===== config.mk =====
export PLATFORM = sky130hd
export DESIGN_NAME = rob_top
export DESIGN_NICKNAME = d
export VERILOG_FILES = /design/src/verilog/isa_pkg.sv /design/src/verilog/rob_pkg.sv /design/src/verilog/rob_commit_fsm.sv /design/src/verilog/rob_credit_counter.sv /design/src/verilog/rob_entry_table.sv /design/src/verilog/rob_result_store.sv /design/src/verilog/rob_top.sv
export SDC_FILE = /design/constraint.sdc
export NUM_CORES = 1
export LEC_CHECK = 0
export BUFFER_PORTS_ARGS = -buffer_cell sky130_fd_sc_hd__buf_4
export CORE_ASPECT_RATIO = 1.25
export CORE_MARGIN = 10
export CORE_UTILIZATION = 51
export DETAILED_ROUTE_END_ITERATION = 12
export GPL_TIMING_DRIVEN = 0
export PLACE_DENSITY = 0.8
export REMOVE_ABC_BUFFERS = 1
export SLEW_MARGIN = 20
export SYNTH_ARGS = -nofsm -noshare
export SYNTH_HDL_FRONTEND = slang
export SYNTH_HIERARCHICAL = 1
export SYNTH_SLANG_ARGS = --single-unit

===== constraint.sdc =====
create_clock -name clk -period 10.9 [get_ports clk]
set_clock_uncertainty 0.05 [all_clocks]
set_input_delay 2.18 -clock clk [delete_from_list [all_inputs] [get_ports clk]]
set_output_delay 2.18 -clock clk [all_outputs]
set_load 0.1 [all_outputs]

===== src/verilog/isa_pkg.sv =====
`default_nettype none

package isa_pkg;

    // instruction classes seen by the buffer
    typedef enum logic [2:0] {
        op_alu     = 3'd0,
        op_load    = 3'd1,
        op_store_b = 3'd2,
        op_store_h = 3'd3,
        op_store_w = 3'd4,
        op_branch  = 3'd5
    } op_class_t;

    // stores retire through the store buffer, not the register file
    function automatic logic is_store_class(input op_class_t op);
        logic hit;
        case (op)
            op_store_b,
            op_store_h,
            op_store_w: hit = 1'b1;
            default:    hit = 1'b0;
        endcase
        return hit;
    endfunction

endpackage

`default_nettype wire


===== src/verilog/rob_pkg.sv =====
`default_nettype none

package rob_pkg;

    // buffer geometry
    localparam int rob_depth = 16;
    // depth is a power of two so the pointers wrap on their own
    localparam int tag_w = $clog2(rob_depth);

    // credit count must reach rob_depth itself
    localparam int credit_w = $clog2(rob_depth + 1);

    localparam int regnm_w = 5;
    localparam int data_w  = 32;
    localparam int addr_w  = 32;

    // entry tag, handed back to the dispatcher
    typedef logic [tag_w-1:0] tag_t;

    // architectural register name
    typedef logic [regnm_w-1:0] regnm_t;

    // result word and pc
    typedef logic [data_w-1:0] data_t;
    typedef logic [addr_w-1:0] addr_t;

    // commit FSM states
    typedef enum logic [1:0] {
        st_idle       = 2'd0,
        st_store_wait = 2'd1,
        st_flush      = 2'd2
    } commit_state_t;

endpackage

`default_nettype wire


===== src/verilog/rob_commit_fsm.sv =====
`timescale 1ns/1ps
`default_nettype none

module rob_commit_fsm (
    input  logic            clk,
    input  logic            rst,
    input  logic            head_valid,
    input  logic            head_done,
    input  logic            head_store,
    input  logic            head_mispredict,
    input  rob_pkg::tag_t   head_tag,
    input  rob_pkg::regnm_t head_rd,
    input  rob_pkg::data_t  head_data,
    input  rob_pkg::addr_t  head_jump_pc,
    input  logic            store_done,
    output logic            retire,
    output logic            clear,
    output logic            commit_valid,
    output rob_pkg::regnm_t commit_rd,
    output rob_pkg::data_t  commit_data,
    output rob_pkg::tag_t   commit_tag,
    output logic            store_valid,
    output rob_pkg::tag_t   store_tag,
    output logic            flush,
    output rob_pkg::addr_t  redirect_pc
);

    rob_pkg::commit_state_t state_q;

    logic idle_wb;

    // head is ready for a write-back
    assign idle_wb = (state_q == rob_pkg::st_idle) && head_valid && head_done && !head_store;

    // mispredicted branch is wiped by clear, not retired
    assign retire = (idle_wb && !head_mispredict) ||
                    ((state_q == rob_pkg::st_store_wait) && store_done);
    assign clear  = (state_q == rob_pkg::st_flush);

    always_ff @(posedge clk) begin
        if (rst) begin
            state_q      <= rob_pkg::st_idle;
            commit_valid <= 1'b0;
            store_valid  <= 1'b0;
            flush        <= 1'b0;
        end else begin
            commit_valid <= 1'b0;
            flush        <= 1'b0;
            case (state_q)
                rob_pkg::st_idle: begin
                    if (idle_wb) begin
                        commit_valid <= 1'b1;
                        if (head_mispredict) begin
                            flush   <= 1'b1;
                            state_q <= rob_pkg::st_flush;
                        end
                    end else if (head_valid && head_store) begin
                        store_valid <= 1'b1;
                        state_q     <= rob_pkg::st_store_wait;
                    end
                end
                rob_pkg::st_store_wait: begin
                    if (store_done) begin
                        store_valid <= 1'b0;
                        state_q     <= rob_pkg::st_idle;
                    end
                end
                default: begin
                    state_q <= rob_pkg::st_idle;
                end
            endcase
        end
    end

    // payload captured alongside the strobes
    always_ff @(posedge clk) begin
        if (idle_wb) begin
            commit_rd   <= head_rd;
            commit_data <= head_data;
            commit_tag  <= head_tag;
            redirect_pc <= head_jump_pc;
        end
        if ((state_q == rob_pkg::st_idle) && !idle_wb && head_valid && head_store) begin
            store_tag <= head_tag;
        end
    end

    // no store outstanding or acknowledged while the flush is up
    a_flush_not_store: assert property (
        @(posedge clk) disable iff (rst)
        flush |-> !(store_valid || store_done)
    );

endmodule

`default_nettype wire


===== src/verilog/rob_credit_counter.sv =====
`timescale 1ns/1ps
`default_nettype none

module rob_credit_counter (
    input  logic                         clk,
    input  logic                         rst,
    input  logic                         free_one,
    input  logic                         free_many,
    input  logic [rob_pkg::credit_w-1:0] free_count,
    output logic                         credit_valid
);

    // freed entries whose credit has not gone back yet
    logic [rob_pkg::credit_w-1:0] pending_q;
    logic [rob_pkg::credit_w-1:0] add;
    logic [rob_pkg::credit_w-1:0] pending_d;

    // a flush frees every occupied entry at once
    always_comb begin
        if (free_many) begin
            add = free_count;
        end else if (free_one) begin
            add = 1'b1;
        end else begin
            add = '0;
        end
    end

    // one credit back per cycle
    assign credit_valid = (pending_q != '0);

    always_comb begin
        pending_d = pending_q + add;
        if (credit_valid) begin
            pending_d = pending_d - 1'b1;
        end
    end

    always_ff @(posedge clk) begin
        if (rst) begin
            pending_q <= '0;
        end else begin
            pending_q <= pending_d;
        end
    end

    // credits held by dispatcher plus pending plus occupied stay at depth
    a_pending_bound: assert property (
        @(posedge clk) disable iff (rst)
        pending_q <= rob_pkg::rob_depth
    );

endmodule

`default_nettype wire


===== src/verilog/rob_entry_table.sv =====
`timescale 1ns/1ps
`default_nettype none

module rob_entry_table (
    input  logic                         clk,
    input  logic                         rst,
    input  logic                         alloc_valid,
    input  isa_pkg::op_class_t           alloc_class,
    input  rob_pkg::regnm_t              alloc_rd,
    input  logic                         alloc_pred,
    output rob_pkg::tag_t                alloc_tag,
    input  logic                         cmpl_valid,
    input  rob_pkg::tag_t                cmpl_tag,
    input  logic                         cmpl_actual,
    input  logic                         retire,
    input  logic                         clear,
    output rob_pkg::tag_t                head_tag,
    output logic                         head_valid,
    output logic                         head_done,
    output logic                         head_store,
    output logic                         head_mispredict,
    output rob_pkg::regnm_t              head_rd,
    output logic [rob_pkg::credit_w-1:0] occupied_count
);

    // status bits, cleared by reset and flush
    logic [rob_pkg::rob_depth-1:0] occupied_q;
    logic [rob_pkg::rob_depth-1:0] done_q;

    // per-entry fields written at allocation or completion
    logic [rob_pkg::rob_depth-1:0] store_q;
    logic [rob_pkg::rob_depth-1:0] pred_q;
    logic [rob_pkg::rob_depth-1:0] actual_q;
    rob_pkg::regnm_t               rd_q [rob_pkg::rob_depth];

    rob_pkg::tag_t                 head_q;
    rob_pkg::tag_t                 tail_q;
    logic [rob_pkg::credit_w-1:0]  count_q;

    assign alloc_tag = tail_q;

    always_ff @(posedge clk) begin
        if (rst || clear) begin
            occupied_q <= '0;
            done_q     <= '0;
            head_q     <= '0;
            tail_q     <= '0;
        end else begin
            if (alloc_valid) begin
                occupied_q[tail_q] <= 1'b1;
                done_q[tail_q]     <= 1'b0;
                tail_q             <= tail_q + 1'b1;
            end
            if (cmpl_valid) begin
                done_q[cmpl_tag] <= 1'b1;
            end
            if (retire) begin
                occupied_q[head_q] <= 1'b0;
                head_q             <= head_q + 1'b1;
            end
        end
    end

    always_ff @(posedge clk) begin
        if (rst || clear) begin
            count_q <= '0;
        end else begin
            case ({alloc_valid, retire})
                2'b10:   count_q <= count_q + 1'b1;
                2'b01:   count_q <= count_q - 1'b1;
                default: count_q <= count_q;
            endcase
        end
    end

    always_ff @(posedge clk) begin
        if (alloc_valid) begin
            store_q[tail_q] <= isa_pkg::is_store_class(alloc_class);
            pred_q[tail_q]  <= alloc_pred;
            rd_q[tail_q]    <= alloc_rd;
        end
        if (cmpl_valid) begin
            actual_q[cmpl_tag] <= cmpl_actual;
        end
    end

    assign head_tag        = head_q;
    assign head_valid      = occupied_q[head_q];
    assign head_done       = done_q[head_q];
    assign head_store      = store_q[head_q];
    assign head_rd         = rd_q[head_q];
    assign head_mispredict = done_q[head_q] && (pred_q[head_q] != actual_q[head_q]);
    assign occupied_count  = count_q;

    // dispatcher must hold a credit, so the table is never full here
    a_no_alloc_full: assert property (
        @(posedge clk) disable iff (rst)
        alloc_valid |-> (count_q != rob_pkg::rob_depth)
    );

    a_cmpl_live: assert property (
        @(posedge clk) disable iff (rst)
        cmpl_valid |-> (occupied_q[cmpl_tag] && !done_q[cmpl_tag])
    );

    // dispatcher stalls while the flush clears the table
    a_no_alloc_on_clear: assert property (
        @(posedge clk) disable iff (rst)
        clear |-> !alloc_valid
    );

endmodule

`default_nettype wire


===== src/verilog/rob_result_store.sv =====
`timescale 1ns/1ps
`default_nettype none

module rob_result_store #(
    parameter type payload_t = logic [31:0]
) (
    input  logic          clk,
    input  logic          wr_en,
    input  rob_pkg::tag_t wr_tag,
    input  payload_t      wr_payload,
    input  rob_pkg::tag_t rd_tag,
    output payload_t      rd_payload
);

    // one slot per entry, indexed by tag
    payload_t mem [rob_pkg::rob_depth];

    // written on the completion edge
    always_ff @(posedge clk) begin
        if (wr_en) begin
            mem[wr_tag] <= wr_payload;
        end
    end

    // head read is combinational so commit can register it directly
    assign rd_payload = mem[rd_tag];

endmodule

`default_nettype wire


===== src/verilog/rob_top.sv =====
`timescale 1ns/1ps
`default_nettype none

module rob_top (
    input  logic               clk,
    input  logic               rst,
    // allocation
    input  logic               alloc_valid,
    input  isa_pkg::op_class_t alloc_class,
    input  rob_pkg::regnm_t    alloc_rd,
    input  logic               alloc_pred,
    output rob_pkg::tag_t      alloc_tag,
    // completion
    input  logic               cmpl_valid,
    input  rob_pkg::tag_t      cmpl_tag,
    input  rob_pkg::data_t     cmpl_data,
    input  logic               cmpl_actual,
    input  rob_pkg::addr_t     cmpl_jump_pc,
    // commit
    output logic               commit_valid,
    output rob_pkg::regnm_t    commit_rd,
    output rob_pkg::data_t     commit_data,
    output rob_pkg::tag_t      commit_tag,
    // store buffer handoff
    output logic               store_valid,
    output rob_pkg::tag_t      store_tag,
    input  logic               store_done,
    // flush
    output logic               flush,
    output rob_pkg::addr_t     redirect_pc,
    // credits
    output logic               credit_valid
);

    rob_pkg::tag_t                head_tag;
    logic                         head_valid;
    logic                         head_done;
    logic                         head_store;
    logic                         head_mispredict;
    rob_pkg::regnm_t              head_rd;
    rob_pkg::data_t               head_data;
    rob_pkg::addr_t               head_jump_pc;
    logic                         retire;
    logic                         clear;
    logic [rob_pkg::credit_w-1:0] occupied_count;

    rob_entry_table i_rob_entry_table (
        .clk             (clk),
        .rst             (rst),
        .alloc_valid     (alloc_valid),
        .alloc_class     (alloc_class),
        .alloc_rd        (alloc_rd),
        .alloc_pred      (alloc_pred),
        .alloc_tag       (alloc_tag),
        .cmpl_valid      (cmpl_valid),
        .cmpl_tag        (cmpl_tag),
        .cmpl_actual     (cmpl_actual),
        .retire          (retire),
        .clear           (clear),
        .head_tag        (head_tag),
        .head_valid      (head_valid),
        .head_done       (head_done),
        .head_store      (head_store),
        .head_mispredict (head_mispredict),
        .head_rd         (head_rd),
        .occupied_count  (occupied_count)
    );

    // results
    rob_result_store #(
        .payload_t (rob_pkg::data_t)
    ) i_data_store (
        .clk        (clk),
        .wr_en      (cmpl_valid),
        .wr_tag     (cmpl_tag),
        .wr_payload (cmpl_data),
        .rd_tag     (head_tag),
        .rd_payload (head_data)
    );

    // branch targets
    rob_result_store #(
        .payload_t (rob_pkg::addr_t)
    ) i_jump_store (
        .clk        (clk),
        .wr_en      (cmpl_valid),
        .wr_tag     (cmpl_tag),
        .wr_payload (cmpl_jump_pc),
        .rd_tag     (head_tag),
        .rd_payload (head_jump_pc)
    );

    rob_commit_fsm i_rob_commit_fsm (
        .clk             (clk),
        .rst             (rst),
        .head_valid      (head_valid),
        .head_done       (head_done),
        .head_store      (head_store),
        .head_mispredict (head_mispredict),
        .head_tag        (head_tag),
        .head_rd         (head_rd),
        .head_data       (head_data),
        .head_jump_pc    (head_jump_pc),
        .store_done      (store_done),
        .retire          (retire),
        .clear           (clear),
        .commit_valid    (commit_valid),
        .commit_rd       (commit_rd),
        .commit_data     (commit_data),
        .commit_tag      (commit_tag),
        .store_valid     (store_valid),
        .store_tag       (store_tag),
        .flush           (flush),
        .redirect_pc     (redirect_pc)
    );

    // a clear returns every occupied entry, the branch included
    rob_credit_counter i_rob_credit_counter (
        .clk          (clk),
        .rst          (rst),
        .free_one     (retire),
        .free_many    (clear),
        .free_count   (occupied_count),
        .credit_valid (credit_valid)
    );

endmodule

`default_nettype wire

# Yosys cells after proc, flatten, opt, wreduce, memory -nomap -nowiden
# Memory sizes are Yosys's and may differ from the RTL's. A register that Yosys moved wholly into a read port is not among the register bits.
# Index checks and enable logic that the tools add are counted.
op_classes:
  n_addsub: 6
  n_lt_le_gt_ge: 6
  n_eq_ne: 13
  muxes: 46
  bitwise: 8
  reduce_logical: 27
op_table:
  columns: ["op", "n"]
  rows:
  - ["$mux 16", 6]
  - ["$bwmux 16", 3]
  - ["$and 16x16->16", 2]
  - ["$not 16->16", 2]
  - ["$or 16x16->16", 2]
  - ["$bmux 1 s4", 5]
  - ["$mux 1", 20]
  - ["$lt 4x5->1 const B", 3]
  - ["$logic_and 1x1->1", 13]
  - ["$demux 1 s4", 3]
  - ["$ge 4x1->1 const B", 3]
  - ["$mux 5", 2]
  - ["$pmux 5 s2", 1]
  - ["$sub 5x1->5 const B", 2]
  - ["$add 4x1->4 const B", 2]
  - ["$mux 2", 4]
  - ["$eq 3x2->1 const B", 2]
  - ["$ne 2x2->1 const B", 3]
  - ["$ne 3x2->1 const B", 2]
  - ["$reduce_or 3->1", 2]
  - ["$add 5x1->5 const B", 1]
  - ["$add 5x5->5", 1]
  - ["$reduce_bool 5->1", 1]
  - ["$eq 2x1->1 const B", 2]
  - ["other kinds (13)", 19]
totals:
  regBits: 111
  mem_bits_rw: 1104
  in_bits: 83
  out_inout_bits: 85
  memories: 3
memory_table:
  columns: ["memory", "words", "word_bits", "rd", "rd_clocked_by_memory_dff", "wr", "line_no", "text"]
  rows:
  - ["i_data_store.mem", 16, 32, 1, 1, 1, "rob_result_store.sv:16", "payload_t mem [rob_pkg::rob_depth];"]
  - ["i_jump_store.mem", 16, 32, 1, 1, 1, "rob_result_store.sv:16", null]
  - ["i_rob_entry_table.rd_q", 16, 5, 1, 1, 1, "rob_entry_table.sv:34", "rob_pkg::regnm_t rd_q [rob_pkg::rob_depth];"]

# Depth between registers and ports, before layout
# Gate-level depths: netlist of run 1.
logic_depth:
  ltp_word: 12
  depth_mapped: 16

# Cells and area by module
# Netlist of run 1, hierarchy kept.
by_module_without_submodules:
  columns: ["mod", "instances", "cells_each", "area_each_um2"]
  rows:
  - ["rob_result_store", 2, 806, 19213.4]
  - ["rob_entry_table", 1, 459, 7260.7]
  - ["rob_commit_fsm", 1, 97, 2521.2]
  - ["rob_credit_counter", 1, 46, 442.9]

# Worst setup path before layout of run 1
# No wires, ideal clock.
synth_timing:
  kind: "register to register"
  startpoint: "register i_rob_entry_table.head_q[0], in the netlist i_rob_entry_table/head_tag[0]"
  endpoint: "register i_rob_commit_fsm.commit_data[0] (read register of i_data_store.mem), enable pin"
  arrival_ps: 5110
  required_ps: 10345
  path_slack_ps: 5235
  stages_incl_launch_ff: 8
  path_cell_list: "dfxtp_1 -> buf_6 -> buf_12 -> buf_12 -> mux4_1 -> mux4_2 -> nand2b_1 -> nor2_1"
synth_lines:
  columns: ["element", "line_no", "text"]
  rows:
  - ["from (decl)", "rob_entry_table.sv:36", "rob_pkg::tag_t head_q;"]
  - ["from (signal assigned)", "rob_entry_table.sv:59", "head_q <= head_q + 1'b1;"]
  - ["$bmux 1 s4", "rob_entry_table.sv:90", "assign head_store = store_q[head_q];"]
  - ["$mux 1 (not written as such)", "rob_entry_table.sv:90", null]
  - ["net head_store", "rob_top.sv:38", "logic head_store;"]
  - ["$logic_not 1->1", "rob_commit_fsm.sv:33", "assign idle_wb = (state_q == rob_pkg::st_idle) && head_valid && head_done && !head_store;"]
  - ["$logic_and 1x1->1", "rob_commit_fsm.sv:33", null]
  - ["net i_rob_commit_fsm.idle_wb", "rob_commit_fsm.sv:30", "logic idle_wb;"]
  - ["to (decl)", "rob_commit_fsm.sv:20", "output rob_pkg::data_t commit_data,"]
# The timed path passes the listed nets, and every way through them passes these cells. The select of a mux whose other input is x is not followed.
# A chain may end at the register's enable or synchronous reset.

# Worst setup path after layout of run 1
layout_timing:
  startpoint: "register i_rob_entry_table.head_q[0], in the netlist i_rob_entry_table/head_tag[0]"
  endpoint: "register i_rob_entry_table.count_q, in the netlist i_rob_entry_table/occupied_count[4]"
layout_lines:
  columns: ["element", "line_no", "text"]
  rows:
  - ["$bmux 1 s4 (*)", "rob_entry_table.sv:89", "assign head_done = done_q[head_q];"]
  - ["$mux 1 (not written as such) (*)", "rob_entry_table.sv:89", null]
  - ["net head_done", "rob_top.sv:37", "logic head_done;"]
  - ["$logic_and 1x1->1 (*)", "rob_entry_table.sv:92", "assign head_mispredict = done_q[head_q] && (pred_q[head_q] != actual_q[head_q]);"]
  - ["net head_mispredict", "rob_top.sv:39", "logic head_mispredict;"]
  - ["$logic_not 1->1 (*)", "rob_commit_fsm.sv:36", "assign retire = (idle_wb && !head_mispredict) ||"]
  - ["$logic_and 1x1->1 (*)", "rob_commit_fsm.sv:36", null]
  - ["$logic_or 1x1->1 (*)", "rob_commit_fsm.sv:36", null]
  - ["net retire", "rob_top.sv:43", "logic retire;"]
  - ["$eq 2x1->1 / $eq 2x2->1 (equally long branches)", "rob_entry_table.sv:68", "case ({alloc_valid, retire})"]
  - ["$pmux 5 s2 / $reduce_bool 2->1 (equally long branches)", null, null]
  - ["to (signal assigned)", "rob_entry_table.sv:69", "2'b10: count_q <= count_q + 1'b1;"]
  - ["to (signal assigned)", "rob_entry_table.sv:70", "2'b01: count_q <= count_q - 1'b1;"]
  - ["to (signal assigned)", "rob_entry_table.sv:71", "default: count_q <= count_q;"]
  - ["to (decl)", "rob_entry_table.sv:38", "logic [rob_pkg::credit_w-1:0] count_q;"]
# Mark *: on every way through the listed nets, which the timed path passes. The rest lies on a longest branch. The select of a mux whose other input is x is not followed.

==> results of run 1 <==
[area by class of cell]
class	count	area (um^2)
Fill cell	6114	37300
Multi-Input combinational cell	794	10200
Clock inverter	87	1160
Tap cell	1216	1520
Sequential cell	1288	38100
Timing Repair Buffer	274	3280
Clock buffer	127	2900
Inverter	26	97.6
Antenna cell	4	10.0
[registers in the layout (all words and copies together), names as in the netlist, 4 cells and up, named ones only]
register / count
i_data_store/mem: 512
i_jump_store/mem: 512
i_rob_commit_fsm/commit_data: 32
i_rob_commit_fsm/commit_rd: 5
i_rob_commit_fsm/commit_tag: 4
i_rob_commit_fsm/redirect_pc: 32
i_rob_commit_fsm/store_tag: 4
i_rob_credit_counter/pending_q: 5
i_rob_entry_table/actual_q: 16
i_rob_entry_table/alloc_tag: 4
i_rob_entry_table/done_q: 16
i_rob_entry_table/head_tag: 4
i_rob_entry_table/occupied_count: 5
i_rob_entry_table/occupied_q: 16
i_rob_entry_table/pred_q: 16
i_rob_entry_table/rd_q: 80
i_rob_entry_table/store_q: 16
[through the flow]
stage	TNS [ns]	utilization	area (um^2)	power (uW)	instances
floorplan	-720.84	-	48100	5970	2108
global placement	-1872.59	0.538	50900	6130	3491
detailed placement	0	0.562	53200	6130	3598
CTS	0	0.605	57200	10400	3812
global route	0	0.605	57200	10600	3814
finish	0	0.605	57300	10300	3816
[worst reg2reg max path, cell delays in order (launching register included)]
cell	delay [ns]
dfxtp_4	0.65
buf_16	0.36
mux4_1	0.64
mux4_2	0.57
and2_1	0.25
o31ai_4	0.33
buf_6	0.25
ha_1	0.32
xor2_1	0.11
ha_1	0.23
or3b_2	0.47
a211oi_1	0.24
o21bai_1	0.12
xor2_1	0.14
nor2_1	0.05
[kinds of logic (layout without fill, tap and decap cells)]
kind of cell,count (synthesis),after routing,synth area share
AOI/OAI and AO/OA,188,188,0.0281
xor gates and xnor gates,13,13,0.00234
adders and majority gates,17,17,0.00453
buffers and inverters,132,514,0.0136
DFF,1288,1288,0.783
muxes,310,310,0.143
other,0,4,0
and+or+nand+nor,266,266,0.0252
[cells in the final DEF (no fill, tap or decap), drive strengths merged, types with 2 or more instances in the layout]
master and instances:
nand2 93, nor2b 8, nor4b 3, a22oi 131, or3 3, bufinv 22
xnor2 5, xor2 8, mux2 3, a21oi 26, diode 4, nor2 94
inv 34, nand3 9, edfxtp 1229, nand3b 8, ha 16, a311oi 12
and2 6, and3 2, nand4 2, a211o 2, clkbuf 127, nand2b 8
clkinv 53, nor3 18, and3b 2, dfxtp 59, clkinvlp 4, a211oi 2
o211ai 3, o21ai 3, mux4 304, buf 274, mux2i 3, or3b 6
a21o 3
[synthesized netlist by cell type (9+ instances only)]
master | number | area share
ha_1 | 16 | 0.0041
a311oi_1 | 12 | 0.0022
inv_1 | 25 | 0.0019
buf_2 | 11 | 0.0011
clkbuf_1 | 47 | 0.0036
a22oi_1 | 131 | 0.020
nor2_1 | 93 | 0.0072
edfxtp_1 | 1229 | 0.76
buf_1 | 19 | 0.0015
nand2_1 | 93 | 0.0072
a21oi_1 | 25 | 0.0026
mux4_1 | 16 | 0.0086
nand3_1 | 9 | 0.00093
nor3_1 | 18 | 0.0019
dfxtp_1 | 59 | 0.024
buf_4 | 22 | 0.0034
mux4_2 | 288 | 0.13
[final timing paths]
path                                               startpoint  cells past startpoint  slack (ns)                             endpoint
worst max-delay path            i_rob_entry_table/head_tag[0]                     14        5.96  i_rob_entry_table/occupied_count[4]
worst min-delay path              i_rob_entry_table/done_q[7]                      2        0.44          i_rob_entry_table/done_q[7]
worst max register to register  i_rob_entry_table/head_tag[0]                     14        5.96  i_rob_entry_table/occupied_count[4]
worst min register to register    i_rob_entry_table/done_q[7]                      2        0.44          i_rob_entry_table/done_q[7]
[per-layer routing]
| layer | share of wire | track usage |
|---|---|---|
| met1 | 0.34 | 0.258 |
| met2 | 0.54 | 0.392 |
| met3 | 0.086 | 0.0443 |
| met4 | 0.035 | 0.0820 |
| met5 | 0.00070 | 0 |
[power breakdown]
part           total, uW  leakage (uW)  internal (uW)  switching, uW
combinational        473       0.00462            191            282
clock               4300       0.00197           2470           1840
sequential          5560        0.0116           5520           44.8
total              10300        0.0182           8170           2170
==> impl_metrics.py, run 1 <==
metrics = {
    "run_status": {
        "outcome": "finished, final reports clean",
    },
    "critical_path": {
        "crit_slowest_cell": "dfxtp_4",
        "critPathMaxFanout": 34,
        "worst_setup_path_start_kind": "flop",
        "crit_family": "multiplexers",
        "critical_path_class": "flop to flop",
        "worstPathArrival_ns": 5.45,
        "cp_data_required_time_ns": 11.41,
        "critical_path_buf_inv_count": 2,
        "worst_setup_path_end_kind": "flop",
        "cpPeakStageDelay_ns": 0.65,
        "path_cells": "buf_16 -> mux4_1 -> mux4_2 -> and2_1 -> o31ai_4 -> buf_6 -> ha_1 -> xor2_1 -> ha_1 -> or3b_2 -> a211oi_1 -> o21bai_1 -> xor2_1 -> nor2_1",
    },
    "run": {
        "max_cap_viol_count": 0,
    },
    "timing": {
        "max_slew.worst_pin.slew_ns": 1.10,
        "final_period_minus_worst_setup_slack_ns": 4.94,
        "rsz0062_at_grt": "false",
        "slew-limit-headroom": 0.266,
        "finalHoldViolCount": 0,
        "timing.hold.ws_ns": 0.438,
        "slew_viol_final": 0,
        "final_critical_path_setup_slack_ns": 5.96,
        "fin_crit_sh": 0.453,
        "fmax_ghz": 0.202,
        "setup_viol": 0,
    },
    "synthesis": {
        "synthesis.instances": 2214,
        "ys_ff_latch": 1288,
        "synth.yosys.warnings": 6,
        "most_used_flip_flop_cell_after_synthesis": "edfxtp_1",
        "number_of_enable_flip_flop_cells_after_synthesis": 1229,
        "post_synth_num_cell_types": 59,
        "async_flop_share": 0,
        "synth-seq-area-share": 0.783,
        "syn_area_um2": 48700,
        "synth.avg_cell_area_um2": 22.0,
    },
    "floorplanning": {
        "die_footprint_um2": 108000,
        "design.portCount": 168,
        "coreArea_um2": 94600,
        "core.rowCount": 126,
        "floorplan.initialDensity": 0.514,
        "dieWidth_um": 296,
        "floorplan.die.height_um": 365,
    },
    "final_layout": {
        "syn2layout_area_growth_pct": 17.7,
        "layout-drive-gt1-share": 0.310,
        "design.final.nets": 2598,
    },
    "routing": {
        "first_pass_iters": 5,
        "route.vias.total": 24300,
        "post_drt_via_cell_ratio": 6.36,
        "finalWirelength_um": 118000,
        "initialDrtViolationCount": 2834,
        "route.detailed.wl_per_inst_um": 30.9,
        "drc_violations": 0,
        "route.antenna.remaining_nets": 0,
    },
    "placed_design": {
        "gpl.final_weighted_congestion": 0.767,
        "pre_cts_slack_ns": 6.00,
        "portBuffers": 167,
        "post-dp-hpwl_um": 70000,
    },
    "global_routing": {
        "globalRoute.totalOverflow": 0,
        "grt_first_pass_wirelength_um": 173000,
        "grt_antenna_before_repair": 7,
        "grt_start_max_net_pins": 53,
        "globalRouteTotalUtil": 0.219,
        "first_global_vias": 25600,
    },
    "clocking": {
        "cts.hold.buffers_added": 0,
        "clock_path_buffers": 3,
        "cts_post_setup_buffers_inserted": 0,
        "insertion_delay_ns": 0.73,
        "number_of_cts_inserted_buffers": 114,
        "tritoncts": "done",
        "cts_max_level": 3,
        "worst_setup_hold_path_clk_slew_ns": 0.07,
        "cts_resized": 0,
        "clkSinkCount": 1288,
        "master_cell_of_the_clock_root_buffer": "clkbuf_16",
    },
    "hold_path": {
        "worst_hold_check_path_type": "flop to flop",
    },
    "pwr": {
        "p_leak_uw": 0.0182,
        "ir_worst_vdd_mv": 0.165,
        "cellPowerDensity_nw_per_um2": 181,
    },
}
Note: power is estimated with default switching activity, not from simulation.
==> run 2, diff against run 1 <==
==> constraint.sdc (replaced) <==
create_clock -name clk -period 4.8 [get_ports clk]
set_clock_uncertainty 0.05 [all_clocks]
set_input_delay 0.96 -clock clk [delete_from_list [all_inputs] [get_ports clk]]
set_output_delay 0.96 -clock clk [all_outputs]
set_load 0.1 [all_outputs]
==> impl_metrics.py, run 2 (synthesized netlist as in run 1, its figures left out) <==
metrics = {
    "routing": {
        "first_pass_iters": 6,
        "initialDrtViolationCount": 3011,
        "finalWirelength_um": 119000,
        "route.antenna.remaining_nets": 0,
        "met3WireLength_um": 10100,
        "route.vias.total": 24400,
        "route.detailed.wl_per_inst_um": 31.1,
        "post_drt_via_cell_ratio": 6.39,
        "dr_wl_met2_um": 64000,
        "topRoutingLayerUsed": "met5",
        "detail_route.wirelength.met1_um": 40600,
        "drc_violations": 0,
    },
    "global_routing": {
        "grt_start_max_net_pins": 53,
        "first_global_vias": 25600,
        "globalRouteTotalUtil": 0.219,
        "globalRoute.totalOverflow": 0,
        "grt_first_pass_wirelength_um": 173000,
        "grt_antenna_before_repair": 7,
    },
    "pwr": {
        "cellPowerDensity_nw_per_um2": 409,
        "ir_worst_vdd_mv": 0.373,
        "p_leak_uw": 0.0182,
        "design_power_total_uw": 23500,
    },
    "timing": {
        "finalHoldViolCount": 0,
        "final_period_minus_worst_setup_slack_ns": 4.64,
        "final_critical_path_setup_slack_ns": 0.161,
        "fmax_ghz": 0.216,
        "slew_viol_final": 0,
        "setup_viol": 0,
        "slew-limit-headroom": 0.263,
        "max_slew.worst_pin.slew_ns": 1.10,
        "fin_crit_sh": 0.966,
        "timing.hold.ws_ns": 0.441,
    },
    "final_layout": {
        "reg_top3": "i_data_store/mem (512), i_jump_store/mem (512), i_rob_entry_table/rd_q (80)",
        "layout_common_cells": "edfxtp_1, mux4_2, buf_4, a22oi_1, clkbuf_16",
        "design.final.nets": 2608,
        "postLayoutCellArea_um2": 57400,
        "layout-drive-gt1-share": 0.313,
        "mostFrequentLayoutCell": "edfxtp_1",
        "syn2layout_area_growth_pct": 18.0,
        "layoutNonFillerInstCount": 3825,
    },
    "clocking": {
        "worst_setup_hold_path_clk_slew_ns": 0.07,
        "clock_path_buffers": 3,
        "master_cell_of_the_clock_root_buffer": "clkbuf_16",
        "tritoncts": "done",
        "cts.hold.buffers_added": 0,
        "clkSinkCount": 1288,
        "number_of_cts_inserted_buffers": 114,
        "cts_max_level": 3,
        "insertion_delay_ns": 0.73,
    },
    "floorplanning": {
        "floorplan.initialDensity": 0.514,
        "floorplan.die.height_um": 365,
        "die_footprint_um2": 108000,
        "core.rowCount": 126,
        "design.portCount": 168,
        "dieWidth_um": 296,
        "coreArea_um2": 94600,
    },
    "placed_design": {
        "dpl_cell_area_um2": 53200,
        "portBuffers": 167,
        "dpl.cell_count": 3598,
        "post-dp-hpwl_um": 70000,
        "pre_cts_slack_ns": -0.0964,
        "gpl.final_weighted_congestion": 0.767,
    },
    "critical_path": {
        "reg2reg_from": "i_rob_entry_table/head_tag[1]",
        "worstPathArrival_ns": 5.15,
        "worst_setup_path_endpoint": "i_rob_entry_table/occupied_count[4]",
        "worst_r2r_path_cells": 15,
        "worst_setup_path_end_kind": "flop",
        "worst_setup_path_start_kind": "flop",
        "worstSetupStartpoint": "i_rob_entry_table/head_tag[1]",
        "cp_data_required_time_ns": 5.31,
        "critPathMaxFanout": 50,
        "critical_path_class": "flop to flop",
        "crit_slowest_cell": "mux4_2",
        "path_cells": "buf_16 -> buf_16 -> mux4_1 -> mux4_2 -> and2_1 -> o31ai_4 -> buf_6 -> ha_2 -> xor2_1 -> ha_1 -> or3b_2 -> a211oi_1 -> o21bai_1 -> xor2_1 -> nor2_1",
        "reg2reg_slack_ns": 0.16,
        "timing.rr.end": "i_rob_entry_table/occupied_count[4]",
        "cpPeakStageDelay_ns": 0.58,
    },
    "run_status": {
        "outcome": "finished, final reports clean",
    },
    "run": {
        "max_cap_viol_count": 0,
    },
    "hold_path": {
        "worst_hold_check_path_type": "flop to flop",
    },
}
-- run 2: changes by cell type in the layout (fill, tap and decap cells not counted) --
cell	previous run	this run
ha_1	16	15
diode_2	4	3
buf_4	200	206
buf_8	4	5
ha_2	0	1
clkbuf_16	114	117
-- run 2: worst min-delay path by stage --
stage          slack, ns                      endpoint  cells past startpoint                         start
2_1_floorplan       0.40  i_rob_entry_table/done_q[13]                      2  i_rob_entry_table/done_q[13]
3_3_place_gp        0.41   i_rob_entry_table/done_q[5]                      2   i_rob_entry_table/done_q[5]
3_5_place_dp        0.42   i_rob_entry_table/done_q[7]                      2   i_rob_entry_table/done_q[7]
4_1_cts             0.41   i_rob_commit_fsm/state_q[0]                      2                           rst
5_1_grt             0.45   i_rob_commit_fsm/state_q[0]                      2                           rst
6_report            0.44   i_rob_entry_table/done_q[6]                      2   i_rob_entry_table/done_q[6]
-- run 2: worst max-delay path, delay by kind of cell (launching register included) --
kind | cells | cell delay (ns)
AO/OA/AOI/OAI | 3 | 0.70
multiplexers | 2 | 0.92
AND/OR/NAND/NOR | 3 | 0.78
XOR/XNOR | 2 | 0.23
buffers and inverters | 3 | 0.82
adder cells (fa/ha/maj) | 2 | 0.51
flip-flops | 1 | 0.43
-- run 2: timing repair --
item                                    4_1_cts  5_1_grt
cloned                                        0        3
gates resized for setup                       0        1
setup buffers                                 1        6
pin swaps                                     0        0
endpoints found under the setup margin        1        1
-- run 2: per-layer routing --
layer	track usage	vias to the layer above
met1	0.258	12800
met3	0.0443	313
met2	0.393	1415
li1	-	9884
met5	0	-
met4	0.0820	10
-- run 2: cell type report --
type / count / area (um^2)
multi-input cells: 794 / 10200
clock buffers: 127 / 2900
well taps: 1216 / 1520
repair buffers: 284 / 3410
flip-flops and latches: 1288 / 38100
clock inverters: 87 / 1160
fillers: 6103 / 37200
inverters: 26 / 97.6
diodes: 3 / 7.51
-- run 2: report_power, final --
| group | internal [uW] | leakage, uW | switching, uW |
|---|---|---|---|
| clock network | 5600 | 0.00197 | 4180 |
| registers | 12500 | 0.0116 | 99.7 |
| logic | 441 | 0.00469 | 648 |
-- run 2: per-stage QoR --
| step | util | TNS (ns) |
|---|---|---|
| finish | 0.607 | 0 |
| global route | 0.607 | -0.000842 |
| CTS | 0.605 | 0 |
| detailed placement | 0.562 | -0.0964 |
| global placement | 0.538 | -3695.12 |
| floorplan | - | -1836.69 |
==> run 3, diff against run 2 <==
--- a/config.mk
+++ b/config.mk
@@ -11,6 +11,7 @@
 export CORE_UTILIZATION = 51
 export DETAILED_ROUTE_END_ITERATION = 12
 export GPL_TIMING_DRIVEN = 0
+export MAX_ROUTING_LAYER = met4
 export PLACE_DENSITY = 0.8
 export REMOVE_ABC_BUFFERS = 1
 export SLEW_MARGIN = 20
==> impl_metrics.py, run 3 (synthesized netlist as in run 1, its figures left out) <==
metrics = {
    "routing": {
        "route.antenna.remaining_nets": 0,
        "route.vias.total": 24400,
        "drc_violations": 0,
        "first_pass_iters": 5,
        "initialDrtViolationCount": 2955,
        "post_drt_via_cell_ratio": 6.37,
        "route.detailed.wl_per_inst_um": 31.1,
        "finalWirelength_um": 119000,
    },
    "hold_path": {
        "hold-path-cell-count": 2,
        "worst_hold_check_path_type": "flop to flop",
        "worstHoldEndpoint": "i_rob_entry_table/done_q[6]",
        "hold_path_startpoint": "i_rob_entry_table/done_q[6]",
    },
    "final_layout": {
        "layoutNonFillerInstCount": 3831,
        "reg_top3": "i_data_store/mem (512), i_jump_store/mem (512), i_rob_entry_table/rd_q (80)",
        "num-fill-cells": 6099,
        "postLayoutCellArea_um2": 57400,
        "syn2layout_area_growth_pct": 18.0,
        "mostFrequentLayoutCell": "edfxtp_1",
        "design.final.nets": 2610,
        "layout-drive-gt1-share": 0.314,
        "layout_common_cells": "edfxtp_1, mux4_2, buf_4, a22oi_1, clkbuf_16",
    },
    "timing": {
        "rsz0062_at_grt": "false",
        "tns_ns": 0,
        "finalHoldViolCount": 0,
        "setup_viol": 0,
        "slew_viol_final": 0,
        "max_slew.worst_pin.slew_ns": 1.09,
        "fin_crit_sh": 0.962,
        "final_critical_path_setup_slack_ns": 0.181,
        "final_period_minus_worst_setup_slack_ns": 4.62,
        "slew-limit-headroom": 0.271,
        "fmax_ghz": 0.217,
    },
    "pwr": {
        "p_leak_uw": 0.0183,
        "cellPowerDensity_nw_per_um2": 409,
        "ir_worst_vdd_mv": 0.371,
        "design_power_total_uw": 23500,
    },
    "critical_path": {
        "crit_slowest_cell": "mux4_2",
        "critPathMaxFanout": 50,
        "reg2reg_from": "i_rob_entry_table/head_tag[1]",
        "worst_setup_path_start_kind": "flop",
        "critical_path_buf_inv_count": 3,
        "timing.rr.end": "i_rob_entry_table/occupied_count[4]",
        "worst_r2r_path_cells": 15,
        "worstPathArrival_ns": 5.12,
        "crit_family": "multiplexers",
        "critical_path_class": "flop to flop",
        "reg2reg_slack_ns": 0.18,
        "path_cells": "buf_16 -> buf_16 -> mux4_1 -> mux4_2 -> and2_1 -> o31ai_4 -> buf_6 -> ha_2 -> xor2_1 -> ha_1 -> or3b_2 -> a211oi_1 -> o21bai_1 -> xor2_1 -> nor2_1",
        "cp_data_required_time_ns": 5.31,
        "worst_setup_path_end_kind": "flop",
        "cpPeakStageDelay_ns": 0.58,
        "worstSetupStartpoint": "i_rob_entry_table/head_tag[1]",
    },
    "placed_design": {
        "portBuffers": 167,
        "dpl.cell_count": 3598,
        "gpl.final_weighted_congestion": 0.778,
        "dpl_cell_area_um2": 53200,
        "pre_cts_slack_ns": -0.0964,
        "post-dp-hpwl_um": 70000,
    },
    "global_routing": {
        "first_global_vias": 25500,
        "grt_first_pass_wirelength_um": 173000,
        "grt_antenna_before_repair": 7,
        "globalRoute.totalOverflow": 0,
        "globalRouteTotalUtil": 0.226,
        "grt_start_max_net_pins": 53,
    },
    "floorplanning": {
        "dieWidth_um": 296,
        "coreArea_um2": 94600,
        "die_footprint_um2": 108000,
        "design.portCount": 168,
        "floorplan.die.height_um": 365,
        "floorplan.initialDensity": 0.514,
        "core.rowCount": 126,
    },
    "clocking": {
        "clock_path_buffers": 3,
        "tritoncts": "done",
        "insertion_delay_ns": 0.73,
        "number_of_cts_inserted_buffers": 114,
        "cts.hold.buffers_added": 0,
        "clkSinkCount": 1288,
        "cts_max_level": 3,
        "worst_setup_hold_path_clk_slew_ns": 0.07,
        "master_cell_of_the_clock_root_buffer": "clkbuf_16",
    },
    "run_status": {
        "outcome": "finished, final reports clean",
    },
    "run": {
        "max_cap_viol_count": 0,
    },
}
-- run 3: changes by cell type in the layout (fill, tap and decap cells not counted), sizes merged --
cell / before / now
buf: 281 / 283
diode: 3 / 7
-- run 3: layout make-up --
type / count / area [um^2] / area share
diodes: 7 / 17.5 / 0.000305
clock buffers: 127 / 2900 / 0.0505
clock inverters: 87 / 1160 / 0.0202
inverters: 26 / 97.6 / 0.00170
multi-input cells: 794 / 10200 / 0.178
flip-flops and latches: 1288 / 38100 / 0.664
well taps: 1216 / 1520 / 0.0265
repair buffers: 286 / 3430 / 0.0597
-- run 3: where the power goes --
part | internal, uW | total (uW) | switching, uW
Clock | 5600 | 9780 | 4180
Combinational | 442 | 1090 | 648
Sequential | 12500 | 12600 | 99.3
Total | 18600 | 23500 | 4920
-- run 3: metal layers --
layer / vias up / GRT usage / routed length (um)
li1: 9889 / - / -
met1: 12800 / 0.261 / 40500
met2: 1443 / 0.392 / 64300
met3: 283 / 0.0435 / 10300
met4: 0 / 0.0802 / 4080
met5: - / - / 0
-- run 3: worst max-delay path by stage --
stage | to | slack [ns] | cells past startpoint
global route | i_rob_entry_table/occupied_count[4] | 0.01 | 15
floorplan | i_rob_commit_fsm/commit_data[0] | -12.12 | 4
finish | i_rob_entry_table/occupied_count[4] | 0.18 | 15
CTS | i_rob_entry_table/occupied_count[4] | 0.008 | 14
global placement | i_rob_commit_fsm/commit_data[16] | -20.68 | 4
detailed placement | i_rob_entry_table/occupied_count[4] | -0.1 | 14
-- run 3: timing repair --
| item | 4_1_cts | 5_1_grt |
|---|---|---|
| resized for setup | 0 | 1 |
| cloned | 0 | 3 |
| buffers inserted | 1 | 8 |
| endpoints found under the hold margin | 0 | 0 |
| setup endpoints to repair | 1 | 1 |
-- run 3: through the flow --
step,hold WS (ns),utilization
global placement,0.409,0.538
global route,0.450,0.607
CTS,0.415,0.605
finish,0.439,0.607
detailed placement,0.423,0.562
floorplan,0.398,-
-- run 3: worst register-to-register path, stage by stage, from the launching register on --
cell and delay, ns:
dfxtp_4 0.43, buf_16 0.30, buf_16 0.28, mux4_1 0.35, mux4_2 0.58, and2_1 0.26, o31ai_4 0.34, buf_6 0.26
ha_2 0.29, xor2_1 0.09, ha_1 0.23, or3b_2 0.47, a211oi_1 0.24, o21bai_1 0.12, xor2_1 0.14, nor2_1 0.05
